--- src/design/ctlPkg.sv ---
package ctlPkg;

  // Machine word, bit 0 is the most significant
  typedef logic [0:35] wordT;
  typedef logic [0:17] halfT;

  // Microword fields
  typedef logic [0:1] arFieldT;
  typedef logic [0:1] arxFieldT;
  typedef logic [0:3] specT;
  typedef logic [0:5] condT;
  typedef logic [0:8] magicT;

  // Console function code, written in octal
  typedef logic [0:6] diagFuncT;

  // Readback group and diagnostic register
  typedef logic [0:4] diagGroupT;

  // AR source codes, per half
  localparam arFieldT arSrcNone = 2'd0;
  localparam arFieldT arSrcAd = 2'd1;
  localparam arFieldT arSrcMem = 2'd2;
  localparam arFieldT arSrcArx = 2'd3;

  // ARX source codes
  localparam arxFieldT arxSrcHold = 2'd0;
  localparam arxFieldT arxSrcAr = 2'd1;
  localparam arxFieldT arxSrcMem = 2'd2;
  localparam arxFieldT arxSrcAd = 2'd3;

  // Special functions
  localparam specT specNone = 4'd0;
  localparam specT specXcryAr0 = 4'd1;
  localparam specT specMqShift = 4'd2;
  localparam specT specArlInd = 4'd3;

  // Condition codes, only enabled with upper three bits clear
  // Codes 3 and 7 are reserved
  localparam condT condArlLoad = 6'd1;
  localparam condT condArrLoad = 6'd2;
  localparam condT condArClr = 6'd4;
  localparam condT condArxClr = 6'd5;
  localparam condT condArlInd = 6'd6;

  // Console functions
  localparam diagFuncT diagLdReg = 7'o076;
  localparam diagFuncT diagArLoad = 7'o077;
  // Reads are 0100 through 0107, low digit picks the group
  localparam diagFuncT diagReadBase = 7'o100;

endpackage

--- src/design/regCtlIf.sv ---
`timescale 1ns/1ps

interface regCtlIf;

  // AR halves
  ctlPkg::arFieldT arlSel;
  ctlPkg::arFieldT arrSel;
  logic arlLoad;
  logic arrLoad;
  logic arlClr;
  logic arrClr;

  // ARX
  ctlPkg::arxFieldT arxSel;
  logic arxLoad;
  logic arxClr;

  // MQ and adder
  logic mqLoad;
  logic mqShift;
  logic adCarryIn;

  // Left half under magic field control
  logic arlInd;

  modport decode (
    output arlSel, arrSel, arlLoad, arrLoad, arlClr, arrClr,
    output arxSel, arxLoad, arxClr, mqLoad, mqShift, adCarryIn, arlInd
  );

  modport datapath (
    input arlSel, arrSel, arlLoad, arrLoad, arlClr, arrClr,
    input arxSel, arxLoad, arxClr, mqLoad, mqShift, adCarryIn
  );

  modport monitor (
    input arlLoad, arrLoad, arxLoad, mqLoad, arlInd,
    input arlClr, arrClr, arxClr, mqShift, adCarryIn
  );

endinterface

--- src/design/arDatapath.sv ---
`timescale 1ns/1ps

module arDatapath (
  input logic CTL,
  input logic reset,
  input logic step,
  input ctlPkg::wordT memData,
  input logic diagArLoad,
  input ctlPkg::wordT diagData,
  regCtlIf.datapath ctl,
  output ctlPkg::wordT ar,
  output ctlPkg::wordT arx,
  output ctlPkg::wordT mq
);

  ctlPkg::wordT ad;
  ctlPkg::halfT arlNext;
  ctlPkg::halfT arrNext;
  ctlPkg::wordT arxNext;
  ctlPkg::wordT mqNext;

  function automatic ctlPkg::halfT pickHalf(
    input ctlPkg::arFieldT sel,
    input ctlPkg::halfT fromAd,
    input ctlPkg::halfT fromMem,
    input ctlPkg::halfT fromArx,
    input ctlPkg::halfT current
  );
    case (sel)
      ctlPkg::arSrcAd: pickHalf = fromAd;
      ctlPkg::arSrcMem: pickHalf = fromMem;
      ctlPkg::arSrcArx: pickHalf = fromArx;
      default: pickHalf = current;
    endcase
  endfunction

  // AD, carry out of bit 0 is lost
  assign ad = ar + arx + ctlPkg::wordT'(ctl.adCarryIn);

  // AR halves pick their sources independently
  always_comb begin
    if (ctl.arlClr) begin
      arlNext = '0;
    end else if (ctl.arlLoad) begin
      arlNext = pickHalf(ctl.arlSel, ad[0:17], memData[0:17], arx[0:17], ar[0:17]);
    end else begin
      arlNext = ar[0:17];
    end

    if (ctl.arrClr) begin
      arrNext = '0;
    end else if (ctl.arrLoad) begin
      arrNext = pickHalf(ctl.arrSel, ad[18:35], memData[18:35], arx[18:35], ar[18:35]);
    end else begin
      arrNext = ar[18:35];
    end
  end

  always_comb begin
    arxNext = arx;
    if (ctl.arxClr) begin
      arxNext = '0;
    end else if (ctl.arxLoad) begin
      case (ctl.arxSel)
        ctlPkg::arxSrcAr: arxNext = ar;
        ctlPkg::arxSrcMem: arxNext = memData;
        ctlPkg::arxSrcAd: arxNext = ad;
        default: arxNext = arx;
      endcase
    end

    // Shift toward bit 0, AR sign enters at the bottom
    if (ctl.mqShift) begin
      mqNext = {mq[1:35], ar[0]};
    end else if (ctl.mqLoad) begin
      mqNext = ar;
    end else begin
      mqNext = mq;
    end
  end

  always_ff @(posedge CTL) begin
    if (reset) begin
      ar <= '0;
      arx <= '0;
      mq <= '0;
    end else begin
      // Console load reaches AR even with the clock stopped
      if (diagArLoad) begin
        ar <= diagData;
      end else if (step) begin
        ar <= {arlNext, arrNext};
      end
      if (step) begin
        arx <= arxNext;
        mq <= mqNext;
      end
    end
  end

endmodule

--- src/design/ctlDecode.sv ---
`timescale 1ns/1ps

module ctlDecode (
  input ctlPkg::arFieldT crAr,
  input ctlPkg::arxFieldT crArx,
  input logic crMq,
  input logic crAdCarry,
  input ctlPkg::specT crSpec,
  input ctlPkg::condT crCond,
  input ctlPkg::magicT crMagic,
  input logic arBit0,
  regCtlIf.decode ctl
);

  logic condEn;
  logic [0:2] condCode;

  logic hitArlLoad;
  logic hitArrLoad;
  logic hitArClr;
  logic hitArxClr;
  logic hitArlInd;

  logic specXcry;
  logic specShift;
  logic specInd;

  logic indMode;
  ctlPkg::arFieldT indSel;

  // A condition load with no AR source still needs one, it takes AD
  function automatic ctlPkg::arFieldT halfSel(
    input ctlPkg::arFieldT field,
    input logic condLoad
  );
    if (condLoad && field == ctlPkg::arSrcNone) begin
      halfSel = ctlPkg::arSrcAd;
    end else begin
      halfSel = field;
    end
  endfunction

  function automatic logic halfLoad(
    input ctlPkg::arFieldT field,
    input logic condLoad
  );
    halfLoad = (field != ctlPkg::arSrcNone) || condLoad;
  endfunction

  // Condition field
  always_comb begin
    condEn = crCond[0:2] == 3'b000;
    condCode = crCond[3:5];
    hitArlLoad = condEn && condCode == ctlPkg::condArlLoad[3:5];
    hitArrLoad = condEn && condCode == ctlPkg::condArrLoad[3:5];
    hitArClr = condEn && condCode == ctlPkg::condArClr[3:5];
    hitArxClr = condEn && condCode == ctlPkg::condArxClr[3:5];
    hitArlInd = condEn && condCode == ctlPkg::condArlInd[3:5];
  end

  // Special functions
  always_comb begin
    specXcry = crSpec == ctlPkg::specXcryAr0;
    specShift = crSpec == ctlPkg::specMqShift;
    specInd = crSpec == ctlPkg::specArlInd;
  end

  always_comb begin
    indMode = specInd || hitArlInd;
    indSel = crMagic[6:7];
    ctl.arlInd = indMode;

    // Right half always follows crAr
    ctl.arrSel = halfSel(crAr, hitArrLoad);
    ctl.arrLoad = halfLoad(crAr, hitArrLoad);
    ctl.arrClr = hitArClr;

    // Left half is steered by the magic field in indirect mode
    if (indMode) begin
      ctl.arlSel = indSel;
      ctl.arlLoad = indSel != ctlPkg::arSrcNone;
      ctl.arlClr = crMagic[4] || hitArClr;
    end else begin
      ctl.arlSel = halfSel(crAr, hitArlLoad);
      ctl.arlLoad = halfLoad(crAr, hitArlLoad);
      ctl.arlClr = hitArClr;
    end
  end

  always_comb begin
    ctl.arxSel = crArx;
    ctl.arxLoad = crArx != ctlPkg::arxSrcHold;
    ctl.arxClr = hitArxClr;

    ctl.mqLoad = crMq;
    ctl.mqShift = specShift;

    // Carry into bit 35 of AD, flipped by AR sign under XCRY AR0
    ctl.adCarryIn = crAdCarry ^ (arBit0 & specXcry);
  end

endmodule

--- src/design/ctlTop.sv ---
`timescale 1ns/1ps

module ctlTop (
  input logic CTL,
  input logic reset,
  input logic step,

  // Microword
  input ctlPkg::arFieldT crAr,
  input ctlPkg::arxFieldT crArx,
  input logic crMq,
  input logic crAdCarry,
  input ctlPkg::specT crSpec,
  input ctlPkg::condT crCond,
  input ctlPkg::magicT crMagic,

  input ctlPkg::wordT memData,

  // Console
  input ctlPkg::diagFuncT diagFunc,
  input logic diagStrobe,
  input ctlPkg::wordT diagDataIn,

  output ctlPkg::wordT ar,
  output ctlPkg::wordT arx,
  output ctlPkg::wordT mq,
  output ctlPkg::wordT diagDataOut,
  output logic diagDriving,
  output logic memReset
);

  logic diagArLoad;
  ctlPkg::wordT diagData;

  regCtlIf regCtl_i ();

  // AR sign feeds back for XCRY AR0
  ctlDecode ctlDecode_i (
    .crAr(crAr),
    .crArx(crArx),
    .crMq(crMq),
    .crAdCarry(crAdCarry),
    .crSpec(crSpec),
    .crCond(crCond),
    .crMagic(crMagic),
    .arBit0(ar[0]),
    .ctl(regCtl_i.decode)
  );

  arDatapath arDatapath_i (
    .CTL(CTL),
    .reset(reset),
    .step(step),
    .memData(memData),
    .diagArLoad(diagArLoad),
    .diagData(diagData),
    .ctl(regCtl_i.datapath),
    .ar(ar),
    .arx(arx),
    .mq(mq)
  );

  diagDecode diagDecode_i (
    .CTL(CTL),
    .reset(reset),
    .diagFunc(diagFunc),
    .diagStrobe(diagStrobe),
    .diagDataIn(diagDataIn),
    .ctl(regCtl_i.monitor),
    .diagArLoad(diagArLoad),
    .diagData(diagData),
    .diagDataOut(diagDataOut),
    .diagDriving(diagDriving),
    .memReset(memReset)
  );

endmodule

--- src/design/diagDecode.sv ---
`timescale 1ns/1ps

module diagDecode (
  input logic CTL,
  input logic reset,
  input ctlPkg::diagFuncT diagFunc,
  input logic diagStrobe,
  input ctlPkg::wordT diagDataIn,
  regCtlIf.monitor ctl,
  output logic diagArLoad,
  output ctlPkg::wordT diagData,
  output ctlPkg::wordT diagDataOut,
  output logic diagDriving,
  output logic memReset
);

  logic ldReg;
  logic readHit;
  logic [0:2] readGroup;

  ctlPkg::diagGroupT diagReg;
  ctlPkg::diagGroupT groupVal;

  // Function decode, all qualified by the strobe
  always_comb begin
    ldReg = diagStrobe && diagFunc == ctlPkg::diagLdReg;
    diagArLoad = diagStrobe && diagFunc == ctlPkg::diagArLoad;
    readHit = diagStrobe && diagFunc[0:3] == ctlPkg::diagReadBase[0:3];
    readGroup = diagFunc[4:6];
  end

  // Console data goes straight to AR on a 077 load
  assign diagData = diagDataIn;

  always_ff @(posedge CTL) begin
    if (reset) begin
      diagReg <= '0;
    end else if (ldReg) begin
      diagReg <= diagDataIn[24:28];
    end
  end

  assign memReset = diagReg[0];

  // Group select
  always_comb begin
    case (readGroup)
      3'd0: begin
        groupVal = {ctl.arlLoad, ctl.arrLoad, ctl.arxLoad, ctl.mqLoad, ctl.arlInd};
      end
      3'd1: begin
        groupVal = {ctl.arlClr, ctl.arrClr, ctl.arxClr, ctl.mqShift, ctl.adCarryIn};
      end
      3'd7: begin
        groupVal = diagReg;
      end
      default: begin
        groupVal = '0;
      end
    endcase
  end

  // Read data sits in bits 24-28, the rest of the bus stays zero
  always_comb begin
    diagDriving = readHit;
    diagDataOut = '0;
    if (readHit) begin
      diagDataOut[24:28] = groupVal;
    end
  end

endmodule

--- config.mk ---
export PLATFORM = sky130hd
export DESIGN_NAME = ctlTop
export DESIGN_NICKNAME = d
export VERILOG_FILES = /design/src/design/ctlPkg.sv /design/src/design/regCtlIf.sv /design/src/design/arDatapath.sv /design/src/design/ctlDecode.sv /design/src/design/ctlTop.sv /design/src/design/diagDecode.sv
export SDC_FILE = /design/constraint.sdc
export NUM_CORES = 1
export LEC_CHECK = 0
export ABC_AREA = 1
export BUFFER_PORTS_ARGS = -buffer_cell sky130_fd_sc_hd__buf_2
export CELL_PAD_IN_SITES_DETAIL_PLACEMENT = 2
export CELL_PAD_IN_SITES_GLOBAL_PLACEMENT = 2
export CORE_ASPECT_RATIO = 1.5
export CORE_MARGIN = 10
export CORE_UTILIZATION = 29
export DETAILED_ROUTE_END_ITERATION = 12
export PLACE_DENSITY = 0.89
export SLEW_MARGIN = 10
export SYNTH_ARGS = -nofsm -noshare
export SYNTH_HDL_FRONTEND = slang
export SYNTH_SLANG_ARGS = --single-unit
--- constraint.sdc ---
create_clock -name CTL -period 5.1 [get_ports CTL]
set_input_delay 0.255 -clock CTL [delete_from_list [all_inputs] [get_ports CTL]]
set_output_delay 0.255 -clock CTL [all_outputs]
set_load 0.02 [all_outputs]
---- After elaboration in Yosys (flattened, before gate mapping) ----
Cells that the tools add are included.
storage, ports and cells
  bits of input ports ..................... 108
  bits in registers ....................... 113
  logic and storage cells ................. 83
  ROM bits ................................ 0
  bits in latches ......................... 0
  output and inout port bits .............. 146
  memories ................................ 0
  memory bits (writable) .................. 0
operators by class
  $add $sub $neg .......................... 2
  reduce and logical (&&, ||, !) cells .... 32
  shift-type cells ........................ 0
  muxes and demuxes ....................... 20
  magnitude comparators ................... 0
  equality and inequality tests ........... 22
  divide/modulo/power cells ............... 0
  bitwise logic cells ..................... 2
  multiply operators ...................... 0
operators with widths
  kind                number
  $mux 36             6
  $pmux 18 s3         2
  $pmux 36 s3         1
  $mux 18             4
  $add 36x1->36       1
  $add 36x36->36      1
  $pmux 5 s3          1
  $eq 7x6->1 const B  2
  $eq 2x2->1 const B  6
  $eq 3x3->1 const B  4
  $reduce_bool 2->1   6
  $logic_and 1x1->1   10
  $reduce_bool 5->1   2
  $reduce_and 3->1    3
  $eq 4x2->1 const B  2
  $eq 2x1->1 const B  3
  $eq 3x1->1 const B  2
  $logic_not 3->1     2
  $mux 2              3
  $reduce_bool 3->1   2
  $mux 5              1
  $eq 4x1->1 const B  1
  $eq 4x4->1 const B  1
  $logic_or 1x1->1    4
  7 further kinds     8

---- Depth between registers and ports, before layout ----
Gate-level depths: netlist (run 1).
  word-level depth ........................ 11
  gate-level depth with buffers ........... 20
  gate-level depth less buffers ........... 20

---- Modules after synthesis ----
A second synthesis (run 1) with hierarchy kept.
unflattened totals
  cells, all modules ...................... 1617
  area, all modules ....................... 9730.6 um2
by module, submodules not included
  module      cells an instance  seq. area each (um2)  instances  area each (um2)
  arDatapath  1408               2162.1                1          8454.4
  diagDecode  162                100.1                 1          1047.3
  ctlDecode   47                 0.0                   1          229.0

---- Least setup slack after synthesis (run 1) ----
OpenSTA, ideal clock, no wires.
  path type ............................... input-to-reg
  start point ............................. input port crSpec[3]
  end point ............................... register arDatapath_i.arx[24]
  required time ........................... 4.968 ns
  data arrival time ....................... 2.397 ns
  slack ................................... 2.571 ns
  stages on the path ...................... 20
  setup time .............................. 0.132 ns
  buffers on the path ..................... 0
  cell sequence ........................... nor2_1 nand4_1 xnor2_1 fa_1 inv_1 fa_1 inv_1 nand3_1 nand3_1 nand2_1 nand2_1 nand3_1 nand2_1 nand2_1 nand2_1 nand2_1 nand3_1 nand2_1 nand2_1 a21oi_1
between the ends
  cells in the longest elaborated chain, start to end .. 7
RTL lines
  element               RTL line          RTL
  start, declared       ctlTop.sv:13      input ctlPkg::specT crSpec,
  $eq 4x1->1            ctlDecode.sv:63   specXcry = crSpec == ctlPkg::specXcryAr0;
  $and 1x1->1           ctlDecode.sv:99   ctl.adCarryIn = crAdCarry ^ (arBit0 & specXcry);
  $xor 1x1->1           ctlDecode.sv:99
  $add 36x1->36         arDatapath.sv:38  assign ad = ar + arx + ctlPkg::wordT'(ctl.adCarryIn);
  $pmux 36 s3           arDatapath.sv:64  case (ctl.arxSel)
  $mux 36               arDatapath.sv:63  end else if (ctl.arxLoad) begin
  $mux 36               arDatapath.sv:61  if (ctl.arxClr) begin
  end signal, assigned  arDatapath.sv:95  arx <= arxNext;
  end, declared         arDatapath.sv:12  output ctlPkg::wordT arx,
No other way between the ends. The select of a mux whose other input is x is not followed.
A chain may end at the register's enable or synchronous reset.

---- Worst setup path in the final report (run 1) ----
  start point ............................. register arDatapath_i.ar[35]
  end point ............................... register arDatapath_i.arx[24]
between the ends
  cells in the longest elaborated chain, start to end .. 6
RTL lines
  element                 RTL line          RTL
  start, declared         arDatapath.sv:11  output ctlPkg::wordT ar,
  start signal, assigned  arDatapath.sv:90  ar <= diagData;
  start signal, assigned  arDatapath.sv:92  ar <= {arlNext, arrNext};
  $and 1x1->1             ctlDecode.sv:99
  $xor 1x1->1             ctlDecode.sv:99
  $add 36x1->36           arDatapath.sv:38
  $pmux 36 s3             arDatapath.sv:64
  $mux 36                 arDatapath.sv:63
  $mux 36                 arDatapath.sv:61
No other way between the ends. The select of a mux whose other input is x is not followed.

==> results of run 1 <==
-- worst max path at each step --
stage                                              endpoint  depth (start not counted)
after floorplan           arDatapath_i.arx[24]$_SDFFE_PP0P_                         20
after global placement    arDatapath_i.arx[28]$_SDFFE_PP0P_                         20
after detailed placement  arDatapath_i.arx[28]$_SDFFE_PP0P_                         20
after CTS                 arDatapath_i.arx[24]$_SDFFE_PP0P_                         19
after global routing      arDatapath_i.arx[24]$_SDFFE_PP0P_                         19
final                     arDatapath_i.arx[24]$_SDFFE_PP0P_                         19
-- cell families (layout without fill, tap and decap cells) --
logic type | count (synthesis) | in the layout
AOI/OAI and AO/OA | 346 | 346
xor gates and xnor gates | 19 | 19
adders and majority gates | 36 | 36
buffers and inverters | 271 | 432
DFF | 113 | 113
other | 1 | 36
and+or+nand+nor | 744 | 744
-- synthesized netlist by cell type (2+ instances only) --
cell type | n | area, um^2
nand2_1 | 514 | 1930
clkbuf_1 | 28 | 105
xor2_1 | 6 | 52.6
inv_2 | 6 | 22.5
nand3_1 | 73 | 365
a31oi_1 | 37 | 231
nand4_1 | 6 | 37.5
nand3b_1 | 14 | 105
fa_1 | 2 | 40.0
o22ai_1 | 21 | 131
ha_1 | 34 | 425
buf_4 | 34 | 255
clkinv_1 | 2 | 7.51
nor2_1 | 100 | 375
o21ai_2 | 3 | 26.3
dfxtp_1 | 113 | 2260
nand2_4 | 2 | 22.5
nor3_1 | 20 | 100
inv_1 | 170 | 638
nor2_2 | 3 | 18.8
o221ai_1 | 3 | 26.3
a211oi_1 | 2 | 15.0
buf_6 | 2 | 22.5
o21ai_1 | 25 | 125
a22oi_1 | 2 | 15.0
o21bai_1 | 8 | 60.1
a21oi_2 | 38 | 333
o211ai_1 | 8 | 60.1
a21boi_0 | 2 | 15.0
a21oi_1 | 111 | 556
nor2_4 | 3 | 33.8
buf_1 | 5 | 18.8
xnor2_1 | 13 | 114
buf_2 | 21 | 105
o21ai_0 | 82 | 410
nand2_2 | 4 | 25.0
-- stage by stage --
stage,hold WS (ns),area (um^2)
finish,0.0854,11000
global route,0.0854,11000
CTS,0.0747,11000
detailed placement,0.469,10400
global placement,0.460,10400
floorplan,0.415,9320
-- routing by layer --
metal  vias up  routed length, um  track usage (%)
li1       5273                  -                -
met1      6003              20300             27.9
met5         -                  0                0
met4         0               5500             24.9
met2       589              29700             50.6
met3       270               3490             5.96
-- sequential cells by signal, summed over array words and instances, names as in the netlist --
name / count
arDatapath_i.mq: 36
arDatapath_i.ar: 36
arDatapath_i.arx: 36
diagDecode_i.diagReg: 5
-- power by group --
part	internal, uW	switching (uW)	leakage [uW]	total (uW)
logic	270	661	0.00431	932
clock network	725	598	0.000273	1320
registers	946	120	0.000929	1070
total	1940	1380	0.00551	3320
-- critical path, cell delays in order (launching register included) --
cell	delay, ns
dfxtp_1	0.52
nand4_1	0.17
xnor2_1	0.50
fa_1	0.36
inv_1	0.09
fa_1	0.40
inv_1	0.13
nand3_1	0.08
nand3_1	0.17
nand2_1	0.08
nand2_1	0.16
nand3_1	0.16
nand2_1	0.19
nand2_1	0.15
nand2_1	0.12
nand2_1	0.09
nand3_1	0.08
nand2_1	0.08
nand2_1	0.07
a21oi_1	0.11
-- area by class of cell --
type	instances	area, um^2	area share (%)
Antenna cell	5	12.5	0.113
Clock buffer	17	425	3.85
Clock inverter	14	156	1.42
Inverter	179	677	6.13
Multi-Input combinational cell	1176	5870	53.2
Sequential cell	113	2260	20.5
Tap cell	405	507	4.59
Timing Repair Buffer	222	1130	10.2
==> key figures, run 1 <==
Outcome
  – Status: completed

Timing
  – Clock period minus final worst setup slack: around 3.9 ns
  – Endpoints failing hold: 0
  – # setup viols final: 0
  – Aggregate negative setup slack: 0 ns
  – Final max-slew violation count: 0
  – RSZ-0062 raised after global routing: false
  – Rel. slew slack: 13.4%
  – Setup slack after layout: ~1.2 ns
  – Crit share post-route: around 77%
  – Max Fclk: around 260 MHz
  – Clock skew: about 0.023 ns
  – Slew @ Worst Pin: 1.30 ns

Critical path
  – Reg2reg setup slack: 1.19 ns
  – Reg2Reg Depth: 19
  – Crit Path Category: reg -> reg
  – CP arrival: between 4 and 5 ns
  – Worst setup startpoint: arDatapath_i.ar[35]$_SDFFE_PP0P_
  – R2r endpoint: arDatapath_i.arx[24]$_SDFFE_PP0P_
  – Critical Path End Type: flop
  – Worst-path maximum fanout: 6
  – Critical Path RT: ~5.4 ns
  – RR Startpoint: arDatapath_i.ar[35]$_SDFFE_PP0P_
  – CP Launch Type: flop

Clocking
  – Setup Buffers After CTS: 0
  – Clock root buffer: clkbuf_16
  – CTS Buffer Depth: 2
  – CTS Hold Bufs: 0
  – CTS buffer count: 17
  – Post-cts resize count: 0
  – CTS tree: built
  – Later-pin clock latency in the skew report: ~0.47 ns
  – Clk slew on worst S/H paths: 0.09 ns
  – Htree depth: 4
  – CTS sink cnt: between 100 and 150

Die
  – Num rows: around 80
  – I/O Pins: 254
  – Die Height: between 200 and 250 um
  – Core footprint: 31100 um^2
  – Die Footprint: slightly below 40000 um^2
  – Die width: around 170 um
  – Starting Density: approximately 30%

Route
  – Pre-antenna DRT Iters: 5
  – Vias per cell: 5.69
  – Remaining antenna violation count: 0
  – Routed wire length per instance: between 20 and 30 um
  – Initial DRC Count: between 800 and 900
  – Detailed Route WL: 59.0 mm
  – DR vias: 12100
  – DRC violations left: 0

Synthesis
  – Post-Syn Instances: ~1500
  – Mean Syn Cell Area: approximately 6 um^2
  – Ys async rst share: 0%
  – Mux share of post-synthesis cell area: 0%
  – Yosys reg bits: between 100 and 150
  – Unique masters post-synth: 49
  – Simple-Gate Fraction of Synth Area: roughly 33%
  – Xor and xnor area share after synthesis: 1.81%
  – Adder-cell share of the synthesized area: 5.06%
  – Cell area after synthesis: between 9000 and 10000 um^2
  – YS warnings: 0
  – Register area share after synthesis: 24.6%
  – Main combinational cell family by area after synthesis: simple AND/OR/NAND/NOR gates
  – EDFF count, synth: 0
  – Complex-gate fraction of the synthesized area: between 20% and 30%
  – Main flop type after synthesis: dfxtp_1

Global route
  – Initial antenna violation count: 5
  – First-pass GRT wire length: 86.4 mm
  – Global Route Usage Sum: 28.9%
  – Largest net degree at the start of global routing: 75
  – Number of global-route vias before repair: roughly 14000
  – Total grt overflow: 0

Layout
  – Synth-to-Final Area Change: 19.9%
  – Layout Utilization: 35.5%
  – Most frequent cells in the layout: nand2_1 (514), buf_2 (216), inv_1 (169)
  – Fill cells: 3889
  – Commonest non-fill, non-tap cell in the layout: nand2_1
  – Finished Layout Cells: between 2000 and 2500
  – Fraction of layout cells with a size suffix above 1: 18.6%
  – Nets: 1853

Power and ir drop
  – Worst VDD drop: around 250 uV
  – Tot Pwr: 3320 uW
  – P_leak: approximately 0.0055 uW
  – Pwr/cell area: ~300 nW/um^2

Min path
  – Hold Path Class: in -> reg
  – Hold path startpoint: diagDataIn[18]
  – Hold EP: arDatapath_i.ar[18]$_SDFFE_PP0P_
  – Hold path cells: 3

Placed design
  – Placed cells: 2095
  – GPL Wtd Cong: roughly 0.95
  – Port bufs: ~220
  – Dpl ws: approximately 1.4 ns
  – Placed wire-length estimate: between 30 and 40 mm

Flow run
  – Max_cap viols: 0
No activity file was read; power rests on OpenSTA's default activity.
==> run 2: changes to the inputs <==
CORE_UTILIZATION = 25   (was 29)
PLACE_DENSITY = 0.82   (was 0.89)
clock period = 3.4 ns   (was 5.1 ns; I/O delays follow)
==> run 2 against run 1 <==
Via count fell by 4.9%. Worst hold slack got worse by 0.075 ns. Core utilization is 4.4 points lower. Register-to-register slack lost 0.80 ns.
==> key figures, run 2 (synthesized netlist as in run 1, its figures left out) <==
Route
  – DR vias: 11500 (was 12100)
  – Pre-antenna DRT Iters: 5 (unchanged)
  – Detailed Route WL: 52.0 mm (was 59.0 mm)
  – Vias per cell: 5.17 (was 5.69)
  – DRC violations left: 0 (unchanged)
  – Initial DRC Count: 631 (was 875)
  – Remaining antenna violation count: 0 (unchanged)
  – Routed wire length per instance: 23.3 um (was 27.7 um)

Placed design
  – Port bufs: 216 (unchanged)
  – Placed cells: 2194 (was 2095)
  – GPL Wtd Cong: 0.940 (was 0.947)
  – Placed wire-length estimate: 41.0 mm (was 39.5 mm)
  – Area after DPL: 10700 um^2 (was 10400 um^2)
  – Dpl ws: 0.200 ns (was 1.40 ns)

Clocking
  – Htree depth: 4 (unchanged)
  – CTS tree: built (unchanged)
  – CTS Buffer Depth: 2 (unchanged)
  – Clk slew on worst S/H paths: 0.06 ns (was 0.09 ns)
  – Clock root buffer: clkbuf_16 (unchanged)
  – CTS buffer count: 17 (unchanged)
  – CTS sink cnt: 113 (unchanged)
  – Setup Buffers After CTS: 0 (unchanged)
  – Later-pin clock latency in the skew report: 0.45 ns (was 0.47 ns)

Critical path
  – CP most frequent cell: nand2_1 (unchanged)
  – Top delay family on crit path: simple AND/OR/NAND/NOR gates (unchanged)
  – Bufs and invs on worst path: 3 (was 2)
  – CP arrival: 3.35 ns (was 4.18 ns)
  – Crit. path cell count: 17 (was 19)
  – Reg2Reg Depth: 17 (was 19)
  – Crit path cell chain: nand4_1, xnor2_2, buf_4, fa_1, inv_1, fa_1, inv_1, nand3_1, nand3_1, nand2_1, nand2_1, nand2_1, nand2_1, xnor2_1, nand2_1, nand3b_1, a21oi_1 (was nand4_1, xnor2_1, fa_1, inv_1, fa_1, inv_1, nand3_1, nand3_1, nand2_1, nand2_1, nand3_1, nand2_1, nand2_1, nand2_1, nand2_1, nand3_1, nand2_1, nand2_1, a21oi_1)
  – CP Launch Type: flop (unchanged)
  – CP peak stage delay: 0.42 ns (was 0.52 ns)
  – Critical Path RT: 3.73 ns (was 5.37 ns)
  – Critical Path Slowest Stage Cell: fa_1 (was dfxtp_1)
  – Worst-path maximum fanout: 3 (was 6)
  – Critical Path End Type: flop (unchanged)
  – Crit Path Category: reg -> reg (unchanged)

Layout
  – Most frequent cells in the layout: nand2_1 (512), buf_2 (216), inv_1 (169) (was nand2_1 (514), buf_2 (216), inv_1 (169))
  – Final instance area: 11400 um^2 (was 11000 um^2)
  – Fraction of layout cells with a size suffix above 1: 19.6% (was 18.6%)
  – Finished Layout Cells: 2232 (was 2131)
  – Nets: 1875 (was 1853)
  – Fill cells: 4630 (was 3889)
  – Synth-to-Final Area Change: 23.4% (was 19.9%)
  – Commonest non-fill, non-tap cell in the layout: nand2_1 (unchanged)
  – Largest regs: arDatapath_i.ar (36), arDatapath_i.arx (36), arDatapath_i.mq (36) (unchanged)

Power and ir drop
  – Pwr/cell area: 438 nW/um^2 (was 301 nW/um^2)
  – P_leak: 0.00566 uW (was 0.00551 uW)
  – Worst VDD drop: 257 uV (was 252 uV)

Timing
  – Max Fclk: 331 MHz (was 255 MHz)
  – Clock period minus final worst setup slack: 3.02 ns (was 3.91 ns)
  – Setup slack after layout: 0.381 ns (was 1.19 ns)
  – RSZ-0062 raised after global routing: false (unchanged)
  – Aggregate negative setup slack: 0 ns (unchanged)
  – Crit share post-route: 88.8% (was 76.8%)
  – Final max-slew violation count: 0 (unchanged)
  – Rel. slew slack: 36.9% (was 13.4%)
  – Slew @ Worst Pin: 0.943 ns (was 1.30 ns)
  – Hold slack final: 0.0102 ns (was 0.0854 ns)
  – Clock skew: 0.0102 ns (was 0.0230 ns)
  – # setup viols final: 0 (unchanged)
  – Endpoints failing hold: 0 (unchanged)

Outcome
  – Status: completed (unchanged)

Die
  – Starting Density: 25.2% (was 29.6%)
  – Die Height: 255 um (was 238 um)
  – I/O Pins: 254 (unchanged)
  – Die Footprint: 45100 um^2 (was 39400 um^2)
  – Die width: 177 um (was 165 um)
  – Num rows: 86 (was 79)
  – Core footprint: 36600 um^2 (was 31100 um^2)

Global route
  – Initial antenna violation count: 4 (was 5)
  – Largest net degree at the start of global routing: 75 (unchanged)
  – First-pass GRT wire length: 77.5 mm (was 86.4 mm)
  – Total grt overflow: 0 (unchanged)
  – Global Route Usage Sum: 22.4% (was 28.9%)
  – Number of global-route vias before repair: 12600 (was 13700)

Min path
  – Hold path cells: 3 (unchanged)
  – Hold Path Class: in -> reg (unchanged)

Flow run
  – Max_cap viols: 0 (unchanged)
-- run 2: changes by cell type in the layout (fill, tap and decap cells not counted), sizes merged, moves of 2 or more --
cell | previous run | this run
clkinvlp | 4 | 1
dlygate4sd3 | 0 | 2
clkinv | 5 | 8
buf | 222 | 242
inv | 182 | 180
bufinv | 2 | 4
-- run 2: power by group --
group | internal, uW | switching (uW) | leakage (uW)
combinational | 426 | 956 | 0.00442
sequential | 1420 | 142 | 0.000929
clock | 1240 | 793 | 0.000305
total | 3080 | 1890 | 0.00566
-- run 2: per-layer routing --
metal  part of all wire, %  wire length (um)  track usage, %
met1                    37             19100            22.9
met2                    53             27500            42.0
met3                   4.5              2350            3.81
met4                   5.9              3090            12.6
met5                     0                 0               0
-- run 2: area by class of cell --
| cell class | instances | area [um^2] | share of cell area, % |
|---|---|---|---|
| clock inverter | 14 | 203 | 1.78 |
| inverter | 179 | 677 | 5.96 |
| antenna | 4 | 10.0 | 0.0881 |
| tap | 484 | 606 | 5.33 |
| sequential | 113 | 2260 | 19.9 |
| timing repair buffer | 244 | 1300 | 11.4 |
| clock buffer | 18 | 429 | 3.78 |
| multi-input combinational | 1176 | 5880 | 51.7 |
-- run 2: path summary, 6_finish.rpt --
path                                              from                              endpoint  slack [ns]
hold reg to reg   diagDecode_i.diagReg[3]$_SDFFE_PP0P_  diagDecode_i.diagReg[3]$_SDFFE_PP0P_        0.48
hold / removal                          diagDataIn[23]      arDatapath_i.ar[23]$_SDFFE_PP0P_        0.01
setup reg to reg      arDatapath_i.ar[35]$_SDFFE_PP0P_      arDatapath_i.ar[14]$_SDFFE_PP0P_        0.38
setup / recovery      arDatapath_i.ar[35]$_SDFFE_PP0P_      arDatapath_i.ar[14]$_SDFFE_PP0P_        0.38
-- run 2: worst min-delay path, cell delays in order --
cell	delay, ns
buf_2	0.08
a21oi_2	0.05
a21oi_2	0.12
-- run 2: stage by stage --
step,util [%],total power [uW]
finish,31.0,4970
global route,31.0,5200
CTS,31.0,4990
detailed placement,29.2,2950
global placement,29.2,2900
floorplan,-,2400
-- run 2: timing repair --
action                                  4_1_cts  5_1_grt
hold buffers                                  2        0
endpoints found under the hold margin         2        0
gates resized for setup                       0        3
endpoints found under the setup margin        0        2
